File: src/common/gb_cart_pkg.sv
/*
 * shared types, widths and header decode tables for the cartridge block
 * every cartridge module pulls this in with a wildcard import
 */
package gb_cart_pkg;

	// ------------------------------------------------------------------------
	// widths
	// ------------------------------------------------------------------------
	localparam int CART_ADDR_W = 16;
	localparam int ROM_BANK_W  = 9;	// 512 banks of 16 KB
	localparam int ROM_ADDR_W  = 23;	// byte address into the ROM image
	localparam int RAM_BANK_W  = 4;
	localparam int CRAM_ADDR_W = 17;	// 128 KB cartridge RAM
	localparam int DL_ADDR_W   = 25;
	localparam int DL_DATA_W   = 16;

	// header words, as even download byte addresses
	localparam logic [DL_ADDR_W-1:0] HDR_TYPE_ADDR = 25'h000146;
	localparam logic [DL_ADDR_W-1:0] HDR_SIZE_ADDR = 25'h000148;

	typedef enum logic [2:0] {
		MBC_NONE,
		MBC1,
		MBC2,
		MBC3,
		MBC5
	} mbc_kind_t;

	// cpu address bits 15..13
	typedef enum logic [2:0] {
		REG_RAM_EN   = 3'd0,
		REG_ROM_BANK = 3'd1,
		REG_RAM_BANK = 3'd2,
		REG_MODE     = 3'd3,
		REG_CRAM     = 3'd5
	} cart_region_t;

	typedef enum logic [1:0] {
		SRC_OPEN,	// ram disabled, bus floats high
		SRC_BYTE,
		SRC_NIBBLE,	// mbc2 internal 4 bit ram
		SRC_RTC
	} ram_src_t;

	typedef enum logic [2:0] {
		RTC_SEC,
		RTC_MIN,
		RTC_HOUR,
		RTC_DAY_LO,
		RTC_DAY_HI
	} rtc_reg_t;

	// ------------------------------------------------------------------------
	// header tables
	// ------------------------------------------------------------------------
	function automatic logic [ROM_BANK_W-1:0] rom_mask_of(input logic [7:0] code);
		case (code)
			8'h00:   return 9'h001;	// 32 KB, direct mapped
			8'h01:   return 9'h003;
			8'h02:   return 9'h007;
			8'h03:   return 9'h00F;
			8'h04:   return 9'h01F;
			8'h05:   return 9'h03F;
			8'h06:   return 9'h07F;
			8'h07:   return 9'h0FF;
			8'h08:   return 9'h1FF;	// 8 MB
			default: return 9'h07F;	// 0x52..0x54 odd sizes land here too
		endcase
	endfunction

	function automatic logic [RAM_BANK_W-1:0] ram_mask_of(input logic [7:0] code);
		case (code)
			8'h00, 8'h01, 8'h02: return 4'h0;	// a single 8 KB bank at most
			8'h03:               return 4'h3;
			default:             return 4'hF;
		endcase
	endfunction

	function automatic mbc_kind_t mbc_kind_of(input logic [7:0] cart_type);
		case (cart_type) inside
			[8'h01:8'h03]: return MBC1;
			[8'h05:8'h06]: return MBC2;
			[8'h0F:8'h13]: return MBC3;
			[8'h19:8'h1E]: return MBC5;
			default:       return MBC_NONE;
		endcase
	endfunction

endpackage

File: src/verilog/cart_header.sv
/*
 * snoops the rom download for the cartridge type and size codes,
 * then decodes mapper kind and bank masks from them
 */
`timescale 1ns/1ps

module cart_header
	import gb_cart_pkg::*;
(
	input  logic                  clk_sys,
	input  logic                  reset,
	input  logic                  dl_wr,
	input  logic [DL_ADDR_W-1:0]  dl_addr,
	input  logic [DL_DATA_W-1:0]  dl_data,
	output mbc_kind_t             mbc_kind,
	output logic [ROM_BANK_W-1:0] rom_mask,
	output logic [RAM_BANK_W-1:0] ram_mask
);

	logic [7:0] cart_type;
	logic [7:0] rom_size;
	logic [7:0] ram_size;

	// ------------------------------------------------------------------------
	// capture
	// ------------------------------------------------------------------------
	always_ff @(posedge clk_sys) begin
		if (reset) begin
			cart_type <= 8'h00;	// reads back as a plain rom cart
			rom_size  <= 8'h00;
			ram_size  <= 8'h00;
		end else if (dl_wr) begin
			if (dl_addr == HDR_TYPE_ADDR) begin
				cart_type <= dl_data[15:8];	// low byte is the sgb flag
			end
			if (dl_addr == HDR_SIZE_ADDR) begin
				rom_size <= dl_data[7:0];
				ram_size <= dl_data[15:8];
			end
		end
	end

	// ------------------------------------------------------------------------
	// decode
	// ------------------------------------------------------------------------
	always_comb begin
		mbc_kind = mbc_kind_of(cart_type);
		rom_mask = rom_mask_of(rom_size);
		ram_mask = ram_mask_of(ram_size);
	end

endmodule

File: config.mk
export PLATFORM = sky130hd
export DESIGN_NAME = cart_header
export DESIGN_NICKNAME = d
export VERILOG_FILES = /design/src/common/gb_cart_pkg.sv /design/src/verilog/cart_header.sv
export SDC_FILE = /design/constraint.sdc
export NUM_CORES = 1
export LEC_CHECK = 0
export BUFFER_PORTS_ARGS = -buffer_cell sky130_fd_sc_hd__buf_2
export CORE_MARGIN = 3
export CORE_UTILIZATION = 53
export CTS_CLUSTER_DIAMETER = 120
export DETAILED_ROUTE_END_ITERATION = 8
export GPL_ROUTABILITY_DRIVEN = 0
export GPL_TIMING_DRIVEN = 0
export PLACE_DENSITY = 0.85
export SLEW_MARGIN = 20
export SYNTH_ARGS = -nofsm -noshare
export SYNTH_HDL_FRONTEND = slang
export SYNTH_SLANG_ARGS = --single-unit
File: constraint.sdc
create_clock -name clk_sys -period 3.72 [get_ports clk_sys]
set_clock_uncertainty 0.15 [all_clocks]
set_input_delay 0.372 -clock clk_sys [delete_from_list [all_inputs] [get_ports clk_sys]]
set_output_delay 0.372 -clock clk_sys [all_outputs]
set_load 0.03 [all_outputs]
Yosys cells after proc, flatten, opt, wreduce, memory -nomap -nowiden
Memories as Yosys holds them, arrays and structs flattened. A register that Yosys moved wholly into a read port is not among the register bits.
Index checks and enable logic that the tools add are counted.
Cells by class
  $add $sub $neg: 0
  multiply operators: 0
  div/mod/pow operators: 0
  magnitude comparators: 8
  equality and inequality tests: 5
  shift operators: 0
  mux-type cells: 8
  bitwise operators: 0
  reduce and logical (&&, ||, !) cells: 9
Operator list (count)
  25-bit by 9-bit == test with 1-bit output (second input constant): 2
  8-bit by 2-bit == test with 1-bit output (second input constant): 2
  8-bit by 5-bit less-or-equal comparator with 1-bit output (second input constant): 2
  3-bit two-way mux: 4
  9-bit two-way mux: 1
  8-bit by 1-bit == test with 1-bit output (second input constant): 1
  8-bit by 1-bit greater-or-equal comparator with 1-bit output (second input constant): 1
  8-bit by 3-bit greater-or-equal comparator with 1-bit output (second input constant): 1
  8-bit by 4-bit greater-or-equal comparator with 1-bit output (second input constant): 1
  8-bit by 5-bit greater-or-equal comparator with 1-bit output (second input constant): 1
  8-bit by 2-bit less-or-equal comparator with 1-bit output (second input constant): 1
  8-bit by 3-bit less-or-equal comparator with 1-bit output (second input constant): 1
  8-bit zero test: 1
  4-bit two-way mux: 2
  4-bit case mux with 2 select lines: 1
  1-bit logical AND: 4
  4-bit zero test: 1
  2-bit AND reduction: 2
  3-bit OR reduction: 1
Storage, ports and cells
  bits in registers: 24
  latch bits: 0
  RAM bits: 0
  ROM bits: 128
  input bits: 44
  output and inout port bits: 16
  word-level logic and storage cells: 34
  memories kept: 1
Memory list
  (no name shown): words 16, width 8, rd ports 1, clocked after Yosys merged registers in 1, write ports 0, line gb_cart_pkg.sv:58  | case (code)

Longest topological paths before layout
  depth after elaboration: 6
  depth in mapped cells: 6
  mapped depth without buffers: 4

Worst setup path after synthesis
OpenSTA, ideal clock, no wires.
  path type: register -> output
  start point: register cart_type[5]
  end point: output port mbc_kind[2]
  arrival time: 1.692 ns
  data required time: 3.198 ns
  path slack: 1.506 ns
  cell stages (with the launch flop): 3
  path buffers: 0
  cell sequence: dfxtp_1 or3_1 nor4_1
On the way
  cells in the longest elaborated chain, start to end: 6
RTL lines
  from (decl): line cart_header.sv:20  | logic [7:0] cart_type;
  from (signal assigned): line cart_header.sv:34  | cart_type <= dl_data[15:8];
  8-bit by 5-bit greater-or-equal comparator with 1-bit output (not written as such) or 8-bit by 5-bit less-or-equal comparator with 1-bit output (tied branches): line cart_header.sv:47  | mbc_kind = mbc_kind_of(cart_type);
  1-bit logical AND (not written as such): line cart_header.sv:47
  3-bit two-way mux (3 in series): line gb_cart_pkg.sv:81  | case (cart_type) inside
  3-bit two-way mux *: line gb_cart_pkg.sv:81
  to (decl): line cart_header.sv:15  | output mbc_kind_t mbc_kind,
Every way passes the cells marked *; elsewhere a longest branch is shown, timed or not.

Worst setup path in the final report
  start point: register rom_size[7]
  end point: output port rom_mask[7]
On the way
  cells in the longest elaborated chain, start to end: 2
RTL lines
  from (decl): line cart_header.sv:21  | logic [7:0] rom_size;
  from (signal assigned): line cart_header.sv:37  | rom_size <= dl_data[7:0];
  4-bit zero test: line gb_cart_pkg.sv:58
  9-bit two-way mux: line gb_cart_pkg.sv:58
  to (decl): line cart_header.sv:16  | output logic [ROM_BANK_W-1:0] rom_mask,
Every way passes these cells.

==> summary.md <==
| Metric | Value |
|---|---|
| Setup TNS | `0 ns` |
| FP Rows | `19` |
| Final WL | `approximately 4200 um` |
| Slew Limit Fails | `0` |
| Main flop type after synthesis | `dfxtp_1` |
| Seq/Total Area, Yosys | `0.3855` |
| Async set-or-reset flop fraction in the synthesized netlist | `0` |
| CTS Hold Bufs | `0` |
| Number of enable flip-flop cells after synthesis | `0` |
| Congestion Overflow GR | `0` |
| Cells after Synth | `between 200 and 250` |
| #FFs+latches synth | `32` |
| Type of the worst min-delay path | `in -> reg` |
| Critical path capture point type | `output pin` |
| Clk Latency, worst-skew pair | `between 0.3 and 0.4 ns` |
| GRT Resource Usage Total | `0.2257` |
| Final instance area | `just over 2000 um^2` |
| Slew margin rel. | `0.5360` |
| Fin nets | `313` |
| Share of the synthesized area in the top cell type | `0.3855` |
| Worst path max stage delay | `between 0.6 and 0.7 ns` |
| Crit path max-delay family | `simple AND/OR/NAND/NOR gates` |
| Post-CTS setup buffers | `0` |
| Clk buf depth | `2` |
| Post-Synthesis Net Count | `roughly 250` |
| Synth warnings | `0` |
| CTS clk-pin slew, worst paths | `~0.090 ns` |
| Largest cells by area after synthesis | `dfxtp_1 (39%), a21oi_1 (10%), o21ai_0 (8.1%)` |
| Share of layout cells above drive strength 1 | `0.2937` |
| Final setup viols | `0` |
| Reg2reg setup slack | `between 2 and 2.5 ns` |
| CORE AREA | `about 2900 um^2` |
| Nature of the critical path startpoint | `flip-flop` |
| Final min period | `between 2 and 2.5 ns` |
| Synth Cell Area | `between 1500 and 2000 um^2` |
| Commonest non-fill, non-tap cell in the layout | `buf_2` |
| Worst-margin pin slew | `0.6902 ns` |
| Final ANT Viol Nets | `0` |
| Largest net degree at the start of global routing | `11` |
| Final setup margin | `~1.5 ns` |
| Metal-1 WL | `about 1800 um` |
| Worst path arrival time | `about 1.7 ns` |
| Initial antenna violation count | `0` |
| CP max stage cell | `nor4_2` |
| Max Cap Violations | `0` |
| Initial Utilization | `0.5776` |
| Max VDD drop | `293.0 uV` |
| Met2 wire len | `approximately 2100 um` |
| Total CTS buffers | `5` |
| Via/cell ratio | `between 5 and 6` |
| Crit Path Class | `reg -> out` |
| RSZ-0062 raised after global routing | `false` |
| Power per cell area | `between 200 and 300 nW/um^2` |
| P_leak | `0.8471 nW` |
| Die area | `3843 um^2` |
| Mean Syn Cell Area | `7.988 um^2` |
| Drt drc | `0` |
| Commonest cells after routing, fill and taps aside | `buf_2 (63), a21oi_1 (34), dfxtp_1 (32), o21ai_0 (27), nand3_1 (19)` |
| Global-route wire length before repair | `6361 um` |
| H-tree depth | `2` |
| Area Overhead vs Synth | `23.72%` |
| Via count | `1769` |
| Synth area leader | `dfxtp_1` |
| Worst path required time | `3.20 ns` |
| Status | `complete, no violations` |
| Uppermost layer routed | `met4` |
| Period utilization | `0.5954` |
| Worst path bufs/invs | `1` |
| Die height | `61.99 um` |
| Vias in the first global route | `1420` |
| Placed cell area | `about 2000 um^2` |
| CTS tree | `yes` |
| Die X | `between 60 and 70 um` |
| CTS root buffer | `clkbuf_4` |
| Met3 routed WL | `294 um` |
| Distinct cells, synth | `36` |
| First DRT Iteration DRCs | `100` |
| ANT cells | `0` |
| Post-CTS sizing | `0` |
| Hpwl dp | `approximately 3100 um` |
| # IOs | `60` |
| Critical path peak fanout | `8` |
| Peak Freq | `~450 MHz` |
| Router iterations before antenna repair | `5` |
| Setup WS pre-CTS | `about 1.7 ns` |
| # port buffers | `54` |
| Crit path cell chain | `nor4_2 > and2_1 > buf_2` |
| Clock sink total | `32` |
| Drt wl/cell | `13.59 um` |
| Fin. Hold Viols | `0` |
==> worst reg2reg max path: stages, from the launching register on <==
cell and delay, ns:
dfxtp_1 0.31, clkbuf_1 0.19, or4_1 0.49, a21oi_1 0.15
a211oi_1 0.07
==> metal layers <==
layer / GRT usage / vias up
li1: - / 900
met1: 0.2830 / 804
met2: 0.3802 / 60
met3: 0.04752 / 5
met4: 0.08182 / 0
met5: 0 / -
==> cell type report <==
| class | count | area (um^2) |
|---|---|---|
| Buffer | 25 | 116.4 |
| Clock buffer | 7 | 65.06 |
| Sequential cell | 32 | 640.6 |
| Fill cell | 263 | 820.8 |
| Multi-Input combinational cell | 151 | 910.9 |
| Tap cell | 42 | 52.55 |
| Timing Repair Buffer | 54 | 270.3 |
==> path summary, 6_finish.rpt <==
check / start / end / cells after the start
min: dl_data[4] / rom_size[4] / 3
max reg2reg: rom_size[2] / flip-flop / 4
min reg2reg: cart_type[5] / cart_type[5] / 2
max: rom_size[7] / rom_mask[7] / 3
==> synth_stat cells, types with 3 or more instances <==
master,n
clkbuf_1,12
nor4_2,3
nand2b_1,7
nor2_1,4
a21oi_1,34
buf_4,3
o22ai_1,3
o21ai_0,27
nor4_1,4
nor3_1,3
dfxtp_1,32
buf_2,9
a211oi_1,5
nand4_1,9
o211ai_1,3
nand3_1,19
and4b_1,3
==> power by group <==
group	switching [mW]	total, mW	internal (mW)
clock	0.114	0.221	0.107
sequential	0.00000000510	0.342	0.342
combinational	0.0246	0.0462	0.0215
total	0.138	0.609	0.471
==> through the flow <==
step | hold slack [ns] | utilization | total power, mW | cells
final | 0.1459 | 0.7147 | 0.6092 | 311
after floorplan | 0.2937 | - | 0.3679 | 208
after global placement | 0.3059 | 0.6899 | 0.3949 | 304
after detailed placement | 0.3148 | 0.6920 | 0.3955 | 304
after global routing | 0.1459 | 0.7147 | 0.6294 | 311
after CTS | 0.1370 | 0.7147 | 0.6075 | 311
==> cells by family after synthesis <==
logic type / after synthesis / synth area share
AND/OR/NAND/NOR: 71 / 0.2778
buffers and inverters: 25 / 0.07002
AO/OA/AOI/OAI: 78 / 0.2590
flip-flops: 32 / 0.3855
other: 1 / 0.002257
XOR/XNOR: 1 / 0.005272
No activity file was read; power rests on OpenSTA's default activity.
