**config.mk**
```make
export PLATFORM = sky130hd
export DESIGN_NAME = mbc_map
export DESIGN_NICKNAME = d
export VERILOG_FILES = /design/src/common/gb_cart_pkg.sv /design/src/mbc/mbc_map.sv
export SDC_FILE = /design/constraint.sdc
export NUM_CORES = 1
export LEC_CHECK = 0
export ABC_AREA = 1
export BUFFER_PORTS_ARGS = -buffer_cell sky130_fd_sc_hd__buf_2
export CAP_MARGIN = 40
export CORE_ASPECT_RATIO = 1.1
export CORE_MARGIN = 4
export CORE_UTILIZATION = 29
export DETAILED_ROUTE_END_ITERATION = 16
export PLACE_DENSITY_LB_ADDON = 0.2
export SYNTH_ARGS = -nofsm -noshare
export SYNTH_HDL_FRONTEND = slang
export SYNTH_SLANG_ARGS = --single-unit
```
**constraint.sdc**
```tcl
create_clock -name vclk -period 1
set_input_delay 0.2 -clock vclk [all_inputs]
set_output_delay 0.2 -clock vclk [all_outputs]
set_load 0.005 [all_outputs]
```
**src/common/gb_cart_pkg.sv**
```systemverilog
/*
 * shared types, widths and header decode tables for the cartridge block
 * every cartridge module pulls this in with a wildcard import
 */
package gb_cart_pkg;

	// ------------------------------------------------------------------------
	// widths
	// ------------------------------------------------------------------------
	localparam int CART_ADDR_W = 16;
	localparam int ROM_BANK_W  = 9;	// 512 banks of 16 KB
	localparam int ROM_ADDR_W  = 23;	// byte address into the ROM image
	localparam int RAM_BANK_W  = 4;
	localparam int CRAM_ADDR_W = 17;	// 128 KB cartridge RAM
	localparam int DL_ADDR_W   = 25;
	localparam int DL_DATA_W   = 16;

	// header words, as even download byte addresses
	localparam logic [DL_ADDR_W-1:0] HDR_TYPE_ADDR = 25'h000146;
	localparam logic [DL_ADDR_W-1:0] HDR_SIZE_ADDR = 25'h000148;

	typedef enum logic [2:0] {
		MBC_NONE,
		MBC1,
		MBC2,
		MBC3,
		MBC5
	} mbc_kind_t;

	// cpu address bits 15..13
	typedef enum logic [2:0] {
		REG_RAM_EN   = 3'd0,
		REG_ROM_BANK = 3'd1,
		REG_RAM_BANK = 3'd2,
		REG_MODE     = 3'd3,
		REG_CRAM     = 3'd5
	} cart_region_t;

	typedef enum logic [1:0] {
		SRC_OPEN,	// ram disabled, bus floats high
		SRC_BYTE,
		SRC_NIBBLE,	// mbc2 internal 4 bit ram
		SRC_RTC
	} ram_src_t;

	typedef enum logic [2:0] {
		RTC_SEC,
		RTC_MIN,
		RTC_HOUR,
		RTC_DAY_LO,
		RTC_DAY_HI
	} rtc_reg_t;

	// ------------------------------------------------------------------------
	// header tables
	// ------------------------------------------------------------------------
	function automatic logic [ROM_BANK_W-1:0] rom_mask_of(input logic [7:0] code);
		case (code)
			8'h00:   return 9'h001;	// 32 KB, direct mapped
			8'h01:   return 9'h003;
			8'h02:   return 9'h007;
			8'h03:   return 9'h00F;
			8'h04:   return 9'h01F;
			8'h05:   return 9'h03F;
			8'h06:   return 9'h07F;
			8'h07:   return 9'h0FF;
			8'h08:   return 9'h1FF;	// 8 MB
			default: return 9'h07F;	// 0x52..0x54 odd sizes land here too
		endcase
	endfunction

	function automatic logic [RAM_BANK_W-1:0] ram_mask_of(input logic [7:0] code);
		case (code)
			8'h00, 8'h01, 8'h02: return 4'h0;	// a single 8 KB bank at most
			8'h03:               return 4'h3;
			default:             return 4'hF;
		endcase
	endfunction

	function automatic mbc_kind_t mbc_kind_of(input logic [7:0] cart_type);
		case (cart_type) inside
			[8'h01:8'h03]: return MBC1;
			[8'h05:8'h06]: return MBC2;
			[8'h0F:8'h13]: return MBC3;
			[8'h19:8'h1E]: return MBC5;
			default:       return MBC_NONE;
		endcase
	endfunction

endpackage

```
**src/mbc/mbc_map.sv**
```systemverilog
/*
 * combinational banking: turns the cpu address and the mapper registers
 * into a rom byte address and a cartridge ram address
 */
`timescale 1ns/1ps

module mbc_map
	import gb_cart_pkg::*;
(
	input  logic [CART_ADDR_W-1:0] cart_addr,
	input  mbc_kind_t              mbc_kind,
	input  logic [ROM_BANK_W-1:0]  rom_mask,
	input  logic [RAM_BANK_W-1:0]  ram_mask,
	input  logic [ROM_BANK_W-1:0]  rom_bank_reg,
	input  logic [RAM_BANK_W-1:0]  ram_bank_reg,
	input  logic                   mbc1_mode,
	output logic [ROM_ADDR_W-1:0]  rom_addr,
	output logic [CRAM_ADDR_W-1:0] cram_addr
);

	logic [ROM_BANK_W-1:0] base_bank;
	logic [1:0]            bank2;
	logic [ROM_BANK_W-1:0] rom_bank;
	logic [RAM_BANK_W-1:0] ram_bank;

	// 0000-3FFF always sees bank 0 unless mbc1 mode 1 moves it
	assign base_bank = (cart_addr[15:14] == 2'b00) ? 9'd0 : rom_bank_reg;

	// mbc1 upper bits only reach 0000-3FFF and the ram in mode 1
	assign bank2 = ram_bank_reg[1:0] & {2{cart_addr[14] | mbc1_mode}};

	always_comb begin
		rom_bank = {8'd0, cart_addr[14]};	// no mapper, flat 32 KB
		ram_bank = 4'd0;
		case (mbc_kind)
			MBC1: begin
				rom_bank = {2'b00, bank2, base_bank[4:0]} & rom_mask;
				ram_bank = {2'b00, bank2} & ram_mask;
			end
			MBC2: begin
				rom_bank = {2'b00, base_bank[6:0]} & rom_mask;
			end
			MBC3: begin
				rom_bank = {2'b00, base_bank[6:0]} & rom_mask;
				ram_bank = ram_bank_reg & ram_mask;
			end
			MBC5: begin
				rom_bank = base_bank & rom_mask;
				ram_bank = ram_bank_reg & ram_mask;
			end
			default: ;
		endcase
	end

	assign rom_addr  = {rom_bank, cart_addr[13:0]};
	assign cram_addr = {ram_bank, cart_addr[12:0]};	// 8 KB window

endmodule

```
# ---- After elaboration in Yosys (flattened, before gate mapping)
# Cells that the tools add are included.
dict set report classes {
  n_eq_ne 4
  n_mux 3
  bitwise_logic 7
  reduce_logical 3
}
# op n
set op_table {}
lappend op_table {{$pmux 9 s3} 1}
lappend op_table {{$and 7x9->9} 2}
lappend op_table {{$and 9x9->9} 1}
lappend op_table {{$mux 9} 1}
lappend op_table {{$pmux 4 s2} 1}
lappend op_table {{$eq 3x2->1 const B} 2}
lappend op_table {{$and 2x4->4} 1}
lappend op_table {{$and 4x4->4} 1}
lappend op_table {{$reduce_or 2->1} 2}
lappend op_table {{$eq 3x1->1 const B} 1}
lappend op_table {{$eq 3x3->1 const B} 1}
lappend op_table {{$and 2x2->2} 1}
lappend op_table {{$logic_not 2->1} 1}
lappend op_table {{$or 1x1->1} 1}
dict set report word_totals {
  regBits 0
  input_bits 46
  out_inout_bits 40
  wordCells 17
}

# ---- Longest topological paths before layout
# Gate-level depths: netlist of run 1.
dict set report logic_depth {
  depth_word 4
  ltp_mapped 6
  mapped_depth_nobuf 6
}

# ---- Worst setup path after synthesis of run 1
# No wires, ideal clock.
dict set report synth_timing {
  path_type {in2out}
  start {input port mbc_kind[0]}
  end {output port rom_addr[15]}
  t_arrival_ns 0.655
  required_time_ns 0.800
  path_slack_ns 0.145
  stages 5
  cell_sequence {inv_2 > nand3_4 > nand2_2 > clkinv_2 > nor2_1}
}
dict set report synth_via {
  elab_chain_cells 3
  elab_cells_between_ends 6
}
# element line
set synth_lines {}
lappend synth_lines {{start: declaration} mbc_map.sv:11} ;# input mbc_kind_t mbc_kind,
lappend synth_lines {{$eq 3x2->1} mbc_map.sv:35} ;# case (mbc_kind)
lappend synth_lines {{$reduce_or 2->1 (no line)} n/a}
lappend synth_lines {{$pmux 9 s3 *} mbc_map.sv:35}
lappend synth_lines {{end: declaration} mbc_map.sv:17} ;# output logic [ROM_ADDR_W-1:0] rom_addr,
# Mark *: on every way between the ends. The rest lies on a longest branch, timed or not.

# ---- Worst setup path in the final report of run 1
dict set report layout_timing {
  start {input port mbc_kind[0]}
  end {output port rom_addr[14]}
}
# Same word-level chain as after synthesis.

==> results of run 1 <==
[logic make-up (layout without fill, tap and decap cells)]
| logic type | Yosys count | after routing | share of synthesized area |
|---|---|---|---|
| and+or+nand+nor | 48 | 48 | 0.4254 |
| buffers and inverters | 39 | 59 | 0.4865 |
| AOI/OAI and AO/OA | 6 | 6 | 0.08803 |
[timing repair]
action | CTS | global route
pin swaps | 8 | 8
hold endpoints to repair | 0 | 0
buffers inserted | 1 | 0
endpoints found under the setup margin | 13 | 13
resized for setup | 30 | 19
[through the flow]
step	total power, mW	instances
3_3_place_gp	0.1926	129
4_1_cts	0.2417	130
3_5_place_dp	0.1938	129
6_report	0.2744	130
2_1_floorplan	0.1754	93
5_1_grt	0.3036	130
[layer usage]
layer  GRT usage  routed length, um  vias to the layer above
li1            -                  -                      303
met1      0.1163                472                      238
met4     0.02242                 23                        0
met5           0                  0                        -
met2      0.2004                759                       25
met3    0.003460                169                        5
[layout by cell type (no fill, tap or decap), types with 3 or more instances in the layout]
cell type and instances:
buf_2 40, nand2_1 21, nor2_1 7, nand3_1 6, inv_1 5, nor2_2 4
o21ai_4 3, inv_2 3, o21ai_2 3, buf_12 3
[worst paths after layout]
path	start	endpoint	slack, ns	cells past startpoint
setup / recovery	mbc_kind[0]	rom_addr[14]	-0.05	8
hold / removal	cart_addr[13]	rom_addr[13]	0.40	0
[final cells by class]
type,instances,area share
Timing Repair Buffer,47,0.4164
Inverter,12,0.09556
Multi-Input combinational cell,54,0.4590
Tap cell,17,0.02901
[power by group]
group	switching, mW	internal (mW)	total [mW]
registers	0	0	0
logic	0.132	0.142	0.274
clock network	0	0	0
==> impl_metrics.tcl, run 1 <==
set metrics [dict create \
    cp_cell_sequence "buf_12 > inv_8 > nand3_4 > nand2_4 > clkinv_4 > nand2_2 > nand2_1 > buf_2" \
    path_max_fanout 5 \
    gp_congestion 0.6875 \
    overflow 0 \
    fmax_mhz 949.9 \
    maxCapViolations 0 \
    period_share 1.053 \
    netlist_area_sq_um 511.7 \
    grt_max_degree 7 \
    synth-seq-area-share 0 \
    fin_crit_ns 1.053 \
    final_area_sq_um 733.2 \
    maxSlewViolCount 0 \
    cp_data_arrival_time_ns 0.85 \
    crit_required_ns 0.80 \
    grt_util_all_layers 0.1033 \
    yosys-top-cells-count "buf_4 (27), nand2_1 (22), nor2_1 (12)" \
    power.density_nw_per_um2 374.3 \
    hold_path.class "in2out" \
    numPortBuffers 45 \
    power.leakage_nw 0.4236 \
    design.seq.count 0 \
    viasPerCell 4.392 \
    dr_total_vias 571 \
    diodes 0 \
    core_area_sq_um 1614 \
    drt-total-wl_um 1424 \
    synth_top_area_cell "buf_4" \
    nNetsFinal 161 \
    crit_buf_inv 4 \
    worst_pin_slew_ns 0.1768 \
    synth_warnings 0 \
    critPathKind "in2out" \
    syn_area_per_cell_sq_um 5.503 \
    critPathTopFamily "buffers and inverters" \
    postCtsHoldBufs 0 \
    final-seq-area_sq_um 0 \
    fillers 174 \
    yosysTopAreaCellShare 0.3961 \
    dieArea_sq_um 2501 \
    hold_slack_ns 0.4000 \
    setup_ws_ns -0.05270 \
    critPathLaunchType "primary input" \
    first_pass_iters 4 \
    drive_above_1_share 0.6195 \
    syn_inst 93 \
    finalSetupViolations 11 \
    clockBufferCount 0 \
    first_iter_violations 7 \
    violations "negative setup slack" \
    status "finished, violations left" \
    synth_area_leaders "buf_4 (40%), nand2_1 (16%), nor2_1 (8.8%), nand3_1 (5.9%), inv_1 (4.4%)" \
    io_pins 86 \
    multi_input_area_sq_um 336.6 \
    antenna_left 0 \
    crit_path_top_delay_cell "nand3_4" \
    post-place-ws_ns -0.1665 \
    num_rows 15 \
    rsz0062_at_grt "true" \
    wire_per_inst_um 10.95 \
    drc 0 \
    final.setup.tns_ns -0.3178 \
    grt_pass1_wl_um 2028 \
    dp_hpwl_um 1155 \
    initial_core_util 0.3171 \
    placed_area_sq_um 563.0 \
    hold_viol_final 0 \
    die_height_um 52.06 \
    area_growth_pct 43.28 \
    die_w_um 48.05 \
    end_kind "output pin" \
    cpPeakStageDelay_ns 0.12 \
    slew_headroom 0.8817 \
    antenna_found_initial 0 \
    yosysMostFrequentCell "buf_4" \
    ys_types 14 \
    grt_pass1_vias 532 \
    synth_nets 139 \
    final_core_util 0.4543 \
    ir_worst_vdd_v 0.0001739 \
]
(Power assumes the default switching activity.)
==> inputs of run 2 (changes only) <==
PLACE_DENSITY = 0.81   (was unset)
PLACE_DENSITY_LB_ADDON = unset   (was 0.2)
==> run 2 against run 1 <==
The run still ends with negative setup slack left. Cell area is 1.0% lower. Critical endpoint unchanged. Utilization is 0.47 points lower. Worst setup slack worse by 0.024 ns. Die area stayed put. Power is 0.48% lower. Sequential share of layout area stayed put. Global-route usage is 1.1 points higher. First-iteration DRC count is 57% lower. Via count is 4.2% higher. Critical path depth stayed put. Largest cell class unchanged.
==> impl_metrics.tcl, run 2 (same netlist as run 1, synthesis figures left out) <==
set metrics [dict create \
    critPathKind "in2out" \
    cp_common_cell "clkinv_4" \
    diodes 0 \
    first_pass_iters 2 \
    slew_headroom 0.8641 \
    critPathTopFamily "buffers and inverters" \
    layout_commonest_cell "buf_2" \
    period_share 1.077 \
    core_area_sq_um 1614 \
    io_pins 86 \
    cts_setup_buffers 0 \
    grt_pass1_wl_um 2194 \
    antenna_left 0 \
    num_rows 15 \
    cp_cell_sequence "buf_12 > clkinv_4 > nand3_4 > nand2_4 > clkinv_4 > nand2_2 > nand2_1 > buf_2" \
    hold_slack_ns 0.4000 \
    cpPeakStageDelay_ns 0.12 \
    fmax_mhz 928.8 \
    final-seq-area_sq_um 0 \
    end_kind "output pin" \
    dp_cells 129 \
    nNetsFinal 160 \
    fillers 169 \
    die_w_um 48.05 \
    path_max_fanout 5 \
    multi_input_area_sq_um 351.6 \
    power.density_nw_per_um2 376.3 \
    die_height_um 52.06 \
    initial_core_util 0.3171 \
    status "finished, violations left" \
    setup_ws_ns -0.07669 \
    dp_hpwl_um 1246 \
    drt-total-wl_um 1491 \
    layout.cells.non_filler 129 \
    drive_above_1_share 0.6339 \
    final_cell_mix "buf_2 (41), nand2_1 (21), nor2_1 (7)" \
    crit_buf_inv 4 \
    rsz0062_at_grt "true" \
    postCtsHoldBufs 0 \
    wire_per_inst_um 11.56 \
    maxSlewViolCount 0 \
    clockBufferCount 0 \
    overflow 0 \
    antenna_found_initial 0 \
    fin_crit_ns 1.077 \
    violations "negative setup slack" \
    grt_max_degree 7 \
    hold_path.class "in2out" \
    area_growth_pct 41.81 \
    critPathLaunchType "primary input" \
    maxCapViolations 0 \
    grt_pass1_vias 539 \
    crit_path_top_delay_cell "buf_12" \
    dr_total_vias 595 \
    placed_area_sq_um 563.0 \
    finalPower_uw 273.1 \
    cp_data_arrival_time_ns 0.88 \
    design.seq.count 0 \
    first_iter_violations 3 \
    dieArea_sq_um 2501 \
    power.leakage_nw 0.4156 \
    numPortBuffers 45 \
    crit_required_ns 0.80 \
    ir_worst_vdd_v 0.0002193 \
    gp_congestion 0.6910 \
    grt_util_all_layers 0.1140 \
    final_area_sq_um 725.7 \
    viasPerCell 4.612 \
    finalSetupViolations 11 \
    drc 0 \
    worst_pin_slew_ns 0.2028 \
    hold_viol_final 0 \
]
[run 2: cell types whose count changed in the layout (fill, tap and decap cells not counted), sizes merged]
cell and delta:
inv -1, clkinv +1, buf -1
[run 2: repair_timing]
item / in CTS / in global routing
gates resized for setup: 31 / 17
pin swaps: 14 / 8
endpoints found under the setup margin: 12 / 12
cloned: 0 / 0
[run 2: path summary, 6_finish.rpt]
path / from / end / cells after the start
worst max-delay path: mbc_kind[1] / rom_addr[14] / 8
worst min-delay path: cart_addr[8] / cram_addr[8] / 0
[run 2: metal layers]
metal  vias to the layer above  GRT usage  wire [um]
li1                        302          -          -
met5                         -          0          0
met4                         0    0.01794         21
met3                         4   0.003460        124
met1                       265     0.1327        480
met2                        24     0.2203        865
[run 2: area by class of cell]
class              instances  share of cell area
repair buffers            46              0.3897
well taps                 17             0.02931
multi-input cells         54              0.4845
inverters                 12             0.09655
[run 2: metrics by stage]
stage                     utilization  setup slack (ns)  TNS (ns)
after floorplan                     -            0.1445         0
final                          0.4496          -0.07669   -0.4060
after global placement         0.3488           -0.1009   -0.9295
after global routing           0.4496           -0.1133   -0.9933
after CTS                      0.4070          -0.07345   -0.4087
after detailed placement       0.3488           -0.1351    -1.261
[run 2: report_power, final]
part	switching (mW)	leakage, nW	internal, mW
Sequential	0	0	0
Combinational	0.139	0.416	0.134
Clock	0	0	0
