File: src/common/gb_cart_pkg.sv
/*
 * shared types, widths and header decode tables for the cartridge block
 * every cartridge module pulls this in with a wildcard import
 */
package gb_cart_pkg;

	// ------------------------------------------------------------------------
	// widths
	// ------------------------------------------------------------------------
	localparam int CART_ADDR_W = 16;
	localparam int ROM_BANK_W  = 9;	// 512 banks of 16 KB
	localparam int ROM_ADDR_W  = 23;	// byte address into the ROM image
	localparam int RAM_BANK_W  = 4;
	localparam int CRAM_ADDR_W = 17;	// 128 KB cartridge RAM
	localparam int DL_ADDR_W   = 25;
	localparam int DL_DATA_W   = 16;

	// header words, as even download byte addresses
	localparam logic [DL_ADDR_W-1:0] HDR_TYPE_ADDR = 25'h000146;
	localparam logic [DL_ADDR_W-1:0] HDR_SIZE_ADDR = 25'h000148;

	typedef enum logic [2:0] {
		MBC_NONE,
		MBC1,
		MBC2,
		MBC3,
		MBC5
	} mbc_kind_t;

	// cpu address bits 15..13
	typedef enum logic [2:0] {
		REG_RAM_EN   = 3'd0,
		REG_ROM_BANK = 3'd1,
		REG_RAM_BANK = 3'd2,
		REG_MODE     = 3'd3,
		REG_CRAM     = 3'd5
	} cart_region_t;

	typedef enum logic [1:0] {
		SRC_OPEN,	// ram disabled, bus floats high
		SRC_BYTE,
		SRC_NIBBLE,	// mbc2 internal 4 bit ram
		SRC_RTC
	} ram_src_t;

	typedef enum logic [2:0] {
		RTC_SEC,
		RTC_MIN,
		RTC_HOUR,
		RTC_DAY_LO,
		RTC_DAY_HI
	} rtc_reg_t;

	// ------------------------------------------------------------------------
	// header tables
	// ------------------------------------------------------------------------
	function automatic logic [ROM_BANK_W-1:0] rom_mask_of(input logic [7:0] code);
		case (code)
			8'h00:   return 9'h001;	// 32 KB, direct mapped
			8'h01:   return 9'h003;
			8'h02:   return 9'h007;
			8'h03:   return 9'h00F;
			8'h04:   return 9'h01F;
			8'h05:   return 9'h03F;
			8'h06:   return 9'h07F;
			8'h07:   return 9'h0FF;
			8'h08:   return 9'h1FF;	// 8 MB
			default: return 9'h07F;	// 0x52..0x54 odd sizes land here too
		endcase
	endfunction

	function automatic logic [RAM_BANK_W-1:0] ram_mask_of(input logic [7:0] code);
		case (code)
			8'h00, 8'h01, 8'h02: return 4'h0;	// a single 8 KB bank at most
			8'h03:               return 4'h3;
			default:             return 4'hF;
		endcase
	endfunction

	function automatic mbc_kind_t mbc_kind_of(input logic [7:0] cart_type);
		case (cart_type) inside
			[8'h01:8'h03]: return MBC1;
			[8'h05:8'h06]: return MBC2;
			[8'h0F:8'h13]: return MBC3;
			[8'h19:8'h1E]: return MBC5;
			default:       return MBC_NONE;
		endcase
	endfunction

endpackage

File: src/mbc/mbc_ctrl.sv
/*
 * cpu side register file of the mapper: decodes writes by region into the
 * bank, mode and enable registers and turns A000-BFFF accesses into strobes
 */
`timescale 1ns/1ps

module mbc_ctrl
	import gb_cart_pkg::*;
(
	input  logic                   clk_sys,
	input  logic                   reset,
	input  logic                   cart_wr,
	input  logic                   cart_rd,
	input  logic [CART_ADDR_W-1:0] cart_addr,
	input  logic [7:0]             cart_di,
	input  mbc_kind_t              mbc_kind,
	output logic [ROM_BANK_W-1:0]  rom_bank_reg,
	output logic [RAM_BANK_W-1:0]  ram_bank_reg,
	output logic                   mbc1_mode,
	output rtc_reg_t               rtc_index,
	output logic                   ram_wr,
	output logic                   ram_rd,
	output ram_src_t               ram_src,
	output logic                   rtc_wr
);

	cart_region_t region;
	logic         cram_hit;
	logic         ram_enable;
	logic         rtc_mode;	// mbc3 maps the clock over the ram window
	logic         bank_is_one;

	assign region   = cart_region_t'(cart_addr[15:13]);
	assign cram_hit = (region == REG_CRAM);

	// writing bank 0 selects bank 1 on the older mappers
	assign bank_is_one = (cart_di[6:0] == 7'd0) ||
		(mbc_kind == MBC1 && cart_di[4:0] == 5'd0) ||
		(mbc_kind == MBC2 && cart_di[3:0] == 4'd0);

	// ------------------------------------------------------------------------
	// register writes
	// ------------------------------------------------------------------------
	always_ff @(posedge clk_sys) begin
		if (reset) begin
			rom_bank_reg <= 9'd1;
			ram_bank_reg <= 4'd0;
			mbc1_mode    <= 1'b0;
			rtc_mode     <= 1'b0;
			rtc_index    <= RTC_SEC;
			ram_enable   <= 1'b0;
		end else if (cart_wr) begin
			case (region)
				REG_RAM_EN: ram_enable <= (cart_di[3:0] == 4'hA);
				REG_ROM_BANK: begin
					if (mbc_kind == MBC5) begin
						if (cart_addr[12]) begin
							rom_bank_reg[8] <= cart_di[0];	// 3000-3FFF high bit
						end else begin
							rom_bank_reg[7:0] <= cart_di;
						end
					end else if (bank_is_one) begin
						rom_bank_reg <= 9'd1;
					end else begin
						rom_bank_reg <= {2'b00, cart_di[6:0]};
					end
				end
				REG_RAM_BANK: begin
					if (mbc_kind == MBC3) begin
						rtc_mode <= cart_di[3];
						if (cart_di[3]) begin
							rtc_index <= rtc_reg_t'(cart_di[2:0]);
						end else begin
							ram_bank_reg <= {2'b00, cart_di[1:0]};
						end
					end else if (mbc_kind == MBC5) begin
						ram_bank_reg <= cart_di[3:0];
					end else begin
						ram_bank_reg <= {2'b00, cart_di[1:0]};
					end
				end
				REG_MODE: begin
					if (mbc_kind == MBC1) begin
						mbc1_mode <= cart_di[0];
					end
				end
				default: ;	// cram writes go out as strobes below
			endcase
		end
	end

	// ------------------------------------------------------------------------
	// ram window strobes
	// ------------------------------------------------------------------------
	assign rtc_wr = cart_wr && cram_hit && rtc_mode;
	assign ram_wr = cart_wr && cram_hit && ram_enable;
	assign ram_rd = cart_rd && cram_hit;

	always_comb begin
		if (!ram_enable) begin
			ram_src = SRC_OPEN;
		end else if (rtc_mode) begin
			ram_src = SRC_RTC;
		end else if (mbc_kind == MBC2) begin
			ram_src = SRC_NIBBLE;
		end else begin
			ram_src = SRC_BYTE;
		end
	end

endmodule

File: config.mk
export PLATFORM = sky130hd
export DESIGN_NAME = mbc_ctrl
export DESIGN_NICKNAME = d
export VERILOG_FILES = /design/src/common/gb_cart_pkg.sv /design/src/mbc/mbc_ctrl.sv
export SDC_FILE = /design/constraint.sdc
export NUM_CORES = 1
export LEC_CHECK = 0
export BUFFER_PORTS_ARGS = -buffer_cell sky130_fd_sc_hd__buf_2
export CAP_MARGIN = 40
export CORE_ASPECT_RATIO = 1.25
export CORE_MARGIN = 10
export CORE_UTILIZATION = 35
export DETAILED_ROUTE_END_ITERATION = 10
export PLACE_DENSITY_LB_ADDON = 0.2
export REMOVE_ABC_BUFFERS = 1
export SETUP_SLACK_MARGIN = 0.2
export SYNTH_ARGS = -nofsm -noshare
export SYNTH_HDL_FRONTEND = slang
export SYNTH_SLANG_ARGS = --single-unit
File: constraint.sdc
create_clock -name clk_sys -period 1.7 [get_ports clk_sys]
set_clock_uncertainty 0.2 [all_clocks]
set_input_delay 0.17 -clock clk_sys [delete_from_list [all_inputs] [get_ports clk_sys]]
set_output_delay 0.17 -clock clk_sys [all_outputs]
set_load 0.02 [all_outputs]
# == Word level (Yosys, flattened, before mapping) ==
# Cells that the tools add are included.
# totals
ff_bits,19
input_bits,31
out_inout_bits,22
wordCells,48
# classes
eq_ne,12
n_mux,10
reduce_logical,19
# ops
operator,n
AND reduction 3 bit,5
== test 3 x 2 -> 1 bit (second input constant),4
2-to-1 mux 4 bit,3
2-to-1 mux 9 bit,1
2-to-1 mux 8 bit,1
logical NOT 7 bit,1
2-to-1 mux 7 bit,1
== test 3 x 1 -> 1 bit (second input constant),2
== test 3 bit (second input constant),2
logical AND 1 bit,6
2-to-1 mux 2 bit,3
inequality test 2 bit (second input constant),3
logical NOT 5 bit,1
== test 4 bit (second input constant),1
logical NOT 4 bit,1
AND reduction 4 bit,1
logical NOT 3 bit,1
logical OR 1 bit,2
AND reduction 2 bit,1
2-to-1 mux 1 bit,1

# == Depth between registers and ports, before layout ==
# Gate-level depths: netlist (run 1).
# logic_depth
depth_word,6
mapped_depth,5
ltp_nobuf,3

# == Worst setup path after synthesis (run 1) ==
# OpenSTA, ideal clock, no wires.
# synth_path
kind,input port to flip-flop
startpoint,in mbc_kind[1]
endpoint,reg rom_bank_reg[4]
setup_ps,117
arrival_time_ps,956
required_time_ps,1383
path_slack_ps,427
stages,4
path_buffers,1
path_cell_list,buf_6 -> nor4b_2 -> o311ai_2 -> a32o_1
# synth_via
elab_chain_len,6
elab_cells_between_ends,11
cone_classes,eq/ne (4); mux (2); reduce/logical (5)
# synth_rtl
element,line,source
from (decl),mbc_ctrl.sv:16,"input mbc_kind_t mbc_kind,"
== test 3 x 1 -> 1 bit,mbc_ctrl.sv:38,(mbc_kind == MBC1 && cart_di[4:0] == 5'd0) ||
logical AND 1 bit,mbc_ctrl.sv:38,
logical OR 1 bit,mbc_ctrl.sv:37,assign bank_is_one = (cart_di[6:0] == 7'd0) ||
logical OR 1 bit,mbc_ctrl.sv:38,
2-to-1 mux 7 bit,mbc_ctrl.sv:62,end else if (bank_is_one) begin
2-to-1 mux 9 bit,mbc_ctrl.sv:56,if (mbc_kind == MBC5) begin
to (signal assigned),mbc_ctrl.sv:60,rom_bank_reg[7:0] <= cart_di;
to (signal assigned),mbc_ctrl.sv:65,"rom_bank_reg <= {2'b00, cart_di[6:0]};"
to (decl),mbc_ctrl.sv:17,"output logic [ROM_BANK_W-1:0] rom_bank_reg,"
# Parallel ways exist; a longest one is shown, timed or not.
# A chain may end at the register's enable or synchronous reset.

# == Final worst setup path (run 1) ==
# layout_path
startpoint,reg ram_enable
endpoint,out ram_src[0]
# layout_via
elab_chain_len,1
# layout_rtl
element,line,source
from (decl),mbc_ctrl.sv:29,logic ram_enable;
from (signal assigned),mbc_ctrl.sv:54,REG_RAM_EN: ram_enable <= (cart_di[3:0] == 4'hA);
2-to-1 mux 2 bit,mbc_ctrl.sv:100,if (!ram_enable) begin
to (decl),mbc_ctrl.sv:23,"output ram_src_t ram_src,"
# No other way between the ends.

==> results of run 1 <==
stage by stage:
stage | area, sq um | power [mW] | utilization | cells
finish | 1350 | 0.819 | 0.494 | 191
global route | 1350 | 0.858 | 0.494 | 191
CTS | 1350 | 0.821 | 0.493 | 191
detailed placement | 1220 | 0.576 | 0.446 | 177
global placement | 1220 | 0.574 | 0.446 | 177
floorplan | 955 | 0.508 | - | 100
metal layers:
layer	vias to the layer above	GRT usage
li1	517	-
met1	480	0.140
met2	31	0.169
met3	2	0.0389
met4	0	0.0262
met5	-	0
layout make-up:
class                      instances  area [sq um]
timing repair buffer              53           323
multi-input combinational         77           559
sequential                        19           382
fill                             284          1380
tap                               34          42.5
clock buffer                       3          22.5
clock inverter                     1          5.00
inverter                           4          15.0
worst max-delay path by stage:
stage                                 start                            to  slack (ns)  cells after the start
finish              ram_enable$_SDFFE_PP0P_                    ram_src[0]        0.30                      2
global route        ram_enable$_SDFFE_PP0P_                    ram_src[0]        0.20                      2
CTS                   rtc_mode$_SDFFE_PP0P_                    ram_src[0]        0.22                      3
detailed placement              mbc_kind[1]  rom_bank_reg[4]$_SDFFE_PP0P_        0.23                      4
global placement                mbc_kind[1]  rom_bank_reg[6]$_SDFFE_PP0P_        0.26                      4
floorplan                     cart_addr[14]  ram_bank_reg[2]$_SDFFE_PP0P_        0.24                      3
timing repair:
item,4_1_cts,5_1_grt
endpoints found under the setup margin,0,1
hold buffers,10,0
resized for setup,0,2
hold endpoints to repair,14,0
buffers inserted,0,0
power by group:
group	internal [mW]	switching [mW]	leakage [nW]	total, mW
Combinational	0.0604	0.0723	0.381	0.133
Clock	0.0875	0.147	0.0177	0.234
Sequential	0.450	0.00220	0.154	0.452
Total	0.598	0.221	0.553	0.819
synth_stat cells (2+ instances only):
cell type / instances / area share
dfxtp_1: 19 / 0.38
nand4_1: 4 / 0.025
nand4b_1: 2 / 0.017
nand4bb_1: 3 / 0.033
inv_1: 4 / 0.015
buf_6: 2 / 0.022
nor4bb_1: 2 / 0.020
nor4b_1: 2 / 0.017
o21ai_0: 13 / 0.064
and4bb_2: 2 / 0.025
nand3_1: 8 / 0.040
a21oi_1: 14 / 0.069
a32o_1: 3 / 0.030
and3_1: 2 / 0.012
cell families after synthesis:
| logic type | count (synthesis) |
|---|---|
| AO/OA/AOI/OAI | 36 |
| buffers and inverters | 11 |
| multiplexers | 1 |
| flip-flops | 19 |
| AND/OR/NAND/NOR | 40 |
==> flow_summary.ini, run 1 <==
[outcome]
status = finished, final reports clean

[yosys]
synth_xor_area_frac = 0
yosys.area_share.adder = 0
synth_async_sr_flop_share = 0
synth_flop_cell = dfxtp_1
syn_area_sq_um = 1010
netlist_instances = 107
synthSimpleGateAreaFrac = 0.323
synth_mux_area_frac = 0.00989
seq_area_frac_synth = 0.376
synth-edff-count = 0
synth_top_family_by_area = simple AND/OR/NAND/NOR gates
syn_avg_cell_area_sq_um = 9.46
yosys.cell_types.count = 41
synth_compound_area_frac = 0.220
yosysWarnings = 0
synth-seq-cells = 19

[worst_setup_path]
crit_chain = a21boi_1 > buf_2
path_class = reg -> out
critical_path.max_stage_delay_ns = 0.38
slowest_stage = dfxtp_1
path_max_fanout = 4
r2r_slack_ns = 0.73
r2r-start = mbc1_mode$_SDFFE_PP0P_
endpoint_kind = output port
arrival_ns = 1.03
critPathTopFamily = flip-flops
r2r_cells = 3
critical_path_buf_inv_count = 1
start_kind = register
worstPathRequired_ns = 1.33
rr_endpoint = mbc1_mode$_SDFFE_PP0P_

[final_layout]
drive_gt1_frac = 0.376
syn2layout_area_growth_pct = 33.3
largest_reg_flops = 9
antenna_cells = 0
final_cell_mix = 40 x buf_2, 18 x dfxtp_1, 14 x a21oi_1, 13 x o21ai_0, 10 x dlygate4sd3_1
mostFrequentLayoutCell = buf_2
nNetsFinal = 189

[min_path]
hold_class = in -> reg
hold_start = reset
hold_end = ram_enable$_SDFFE_PP0P_
whs_path_depth = 2

[routing]
drt_iter0_drc = 63
routed_wirelength_mm = 3.01
vias = 1030
viasPerCell = 5.39
ant_nets = 0
drt-met1-wl_mm = 1.31
wl_met2_mm = 1.45
drtPass1Iterations = 4
drc = 0
dr_wl_met3_microns = 231
highest_layer = met4
wl_per_cell_microns = 15.7

[cts]
cts_tree = yes
clock-sinks = 19
cts_buffer_depth = 2
cts_buffers = 3
clock_latency_ns = 0.29
cts_max_level = 1
clkTransAtPathRegs_ns = 0.11
root_buffer = clkbuf_4

[sta]
tightest_slew_ns = 0.513
hold_viol = 0
fin_setup_tns_ns = 0
fmax_mhz = 714
period_share = 0.824
final-setup-viol-count = 0
post-route-min-period_ns = 1.40
drv_slew = 0
fin_worst_hold_slack_ns = 0.0356
rsz0062_at_grt = no
setup_slack_ns = 0.300
slew_headroom = 0.657

[global_routing]
grt_max_degree = 18
grt_pass1_vias = 1041
grt_pass1_wl_mm = 4.90
grtUsageTotal = 0.109
gr-total-overflow = 0
antenna_found_initial = 0

[place]
gp_congestion = 0.741
dp_slack_ns = 0.232
dpl.hpwl_mm = 2.21
io_buffers = 40

[power]
power_density_nw_per_um2 = 607
peakVddDrop_v = 0.000428
p_leak_nw = 0.553

[floorplanning]
die_w_microns = 68.1
core_sq_um = 2730
ios = 53
core.rowCount = 21
die-height_microns = 80.1
dieArea_sq_um = 5460
start_util = 0.370

[run]
maxCapViolCount = 0
Note: power is estimated with default switching activity, not from simulation.
==> run 2, diff against run 1 <==
Clock period 1.7 ns to 1.1 ns, I/O delays scaled along.
==> flow_summary.ini, run 2 (synthesis results as in run 1) <==
[outcome]
status = complete, but fails checks
violations = negative hold slack, negative setup slack

[global_routing]
antenna_found_initial = 0
grt_pass1_wl_mm = 5.66
grt_max_degree = 15
grt_pass1_vias = 1158
gr-total-overflow = 0
grtUsageTotal = 0.131

[power]
power_density_nw_per_um2 = 733
clockPowerShare = 0.268
internal-power_mw = 1.03
power_mw = 1.44
peakVddDrop_v = 0.000551
comb_power_share = 0.246
p_sw_frac = 0.288
seqPwrFrac = 0.486
p_leak_nw = 0.750
switchingPower_mw = 0.415

[floorplanning]
core_sq_um = 2730
core.rowCount = 21
start_util = 0.370
ios = 53
die-height_microns = 80.1
dieArea_sq_um = 5460
die_w_microns = 68.1

[worst_setup_path]
slowest_stage = dfxtp_4
start_kind = register
critPathTopFamily = flip-flops
worstPathRequired_ns = 0.79
path_max_fanout = 4
path_class = reg -> out
crit_chain = o21a_1 > buf_6
endpoint_kind = output port
critical_path_buf_inv_count = 1
critical_path.max_stage_delay_ns = 0.38
arrival_ns = 1.00

[place]
io_buffers = 40
gp_congestion = 0.774
placed_cell_area_sq_um = 1350
dpl.hpwl_mm = 2.45

[routing]
routed_wirelength_mm = 3.78
ant_nets = 0
drc = 0
drt_iter0_drc = 54
viasPerCell = 5.53
drtPass1Iterations = 4
vias = 1140
wl_per_cell_microns = 18.4

[cts]
cts_buffer_depth = 2
root_buffer = clkbuf_4
clock-sinks = 19
cts_tree = yes
clkTransAtPathRegs_ns = 0.12
cts_buffers = 3
clock_latency_ns = 0.31
cts_hold_buffers = 1
cts_max_level = 1

[sta]
fin_worst_hold_slack_ns = -0.143
fmax_mhz = 761
drv_slew = 0
rsz0062_at_grt = yes
post-route-min-period_ns = 1.31
tightest_slew_ns = 0.371
fin_setup_tns_ns = -0.788
setup_slack_ns = -0.215
period_share = 1.20
slew_headroom = 0.751
hold_viol = 11
final-setup-viol-count = 8

[final_layout]
drive_gt1_frac = 0.779
antenna_cells = 0
syn2layout_area_growth_pct = 94.3
largest_reg_flops = 9
mostFrequentLayoutCell = buf_6
nNetsFinal = 204
final_area_sq_um = 1970
final_cell_mix = 36 x buf_6, 18 x buf_4, 18 x dfxtp_2, 8 x a21oi_2

[run]
maxCapViolCount = 0

[min_path]
hold_class = in -> reg
[run 2: changes by cell type in the layout (fill, tap and decap cells not counted), moves of 7 or more]
| cell | previous run | this run |
|---|---|---|
| o21ai_2 | 0 | 7 |
| a21oi_1 | 14 | 6 |
| buf_6 | 0 | 36 |
| buf_2 | 40 | 7 |
| dfxtp_1 | 18 | 0 |
| buf_4 | 3 | 18 |
| a21oi_2 | 1 | 8 |
| o21ai_0 | 13 | 1 |
| dlygate4sd3_1 | 10 | 0 |
| dfxtp_2 | 1 | 18 |
[run 2: final cells by class]
cell class              instances  area (sq um)
multi-input cells              77           801
fillers                       192           766
repair buffers                 68           676
flip-flops and latches         19           407
well taps                      34          42.5
clock buffers                   4          26.3
inverters                       4          15.0
[run 2: through the flow]
step / hold slack (ns) / worst slack (ns) / utilization / instances
final: -0.143 / -0.215 / 0.720 / 206
after global routing: -0.131 / -0.260 / 0.720 / 206
after detailed placement: 0.162 / -0.259 / 0.493 / 194
after floorplan: -0.0209 / -0.298 / - / 100
after global placement: 0.161 / -0.227 / 0.493 / 194
after CTS: -0.128 / -0.222 / 0.643 / 203
[run 2: worst paths after layout]
path,start,end,slack [ns],cells past startpoint
min,cart_di[7],rom_bank_reg[7]$_SDFFE_PP0P_,-0.14,3
max,rtc_mode$_SDFFE_PP0P_,ram_src[1],-0.21,2
min reg2reg,rom_bank_reg[0]$_SDFFE_PP1P_,rom_bank_reg[0]$_SDFFE_PP1P_,0.27,2
max reg2reg,mbc1_mode$_SDFFE_PP0P_,mbc1_mode$_SDFFE_PP0P_,0.12,3
[run 2: power groups by stage]
stage | Clock, mW | Combinational, mW | Sequential [mW]
2_1_floorplan | 0 | 0.0606 | 0.724
3_3_place_gp | 0 | 0.212 | 0.714
3_5_place_dp | 0 | 0.216 | 0.715
4_1_cts | 0.380 | 0.306 | 0.702
5_1_grt | 0.415 | 0.374 | 0.702
6_report | 0.386 | 0.355 | 0.701
[run 2: layer usage]
metal	vias to the layer above	global-route usage	part of all wire
li1	551	-	-
met1	545	0.146	0.37
met2	36	0.228	0.54
met3	8	0.0472	0.075
met4	0	0.0302	0.016
met5	-	0	0
[run 2: tightest hold or removal path: cells and delay by family]
family,cells,cell delay (ns)
AOI/OAI and AO/OA,1,0.05
buffers and inverters,1,0.10
and+or+nand+nor,1,0.08
[run 2: repair_timing]
action / CTS / global route
gates resized for setup: 105 / 54
pin swaps: 22 / 24
endpoints found under the hold margin: 8 / 9
setup buffers: 4 / 3
setup endpoints to repair: 40 / 40
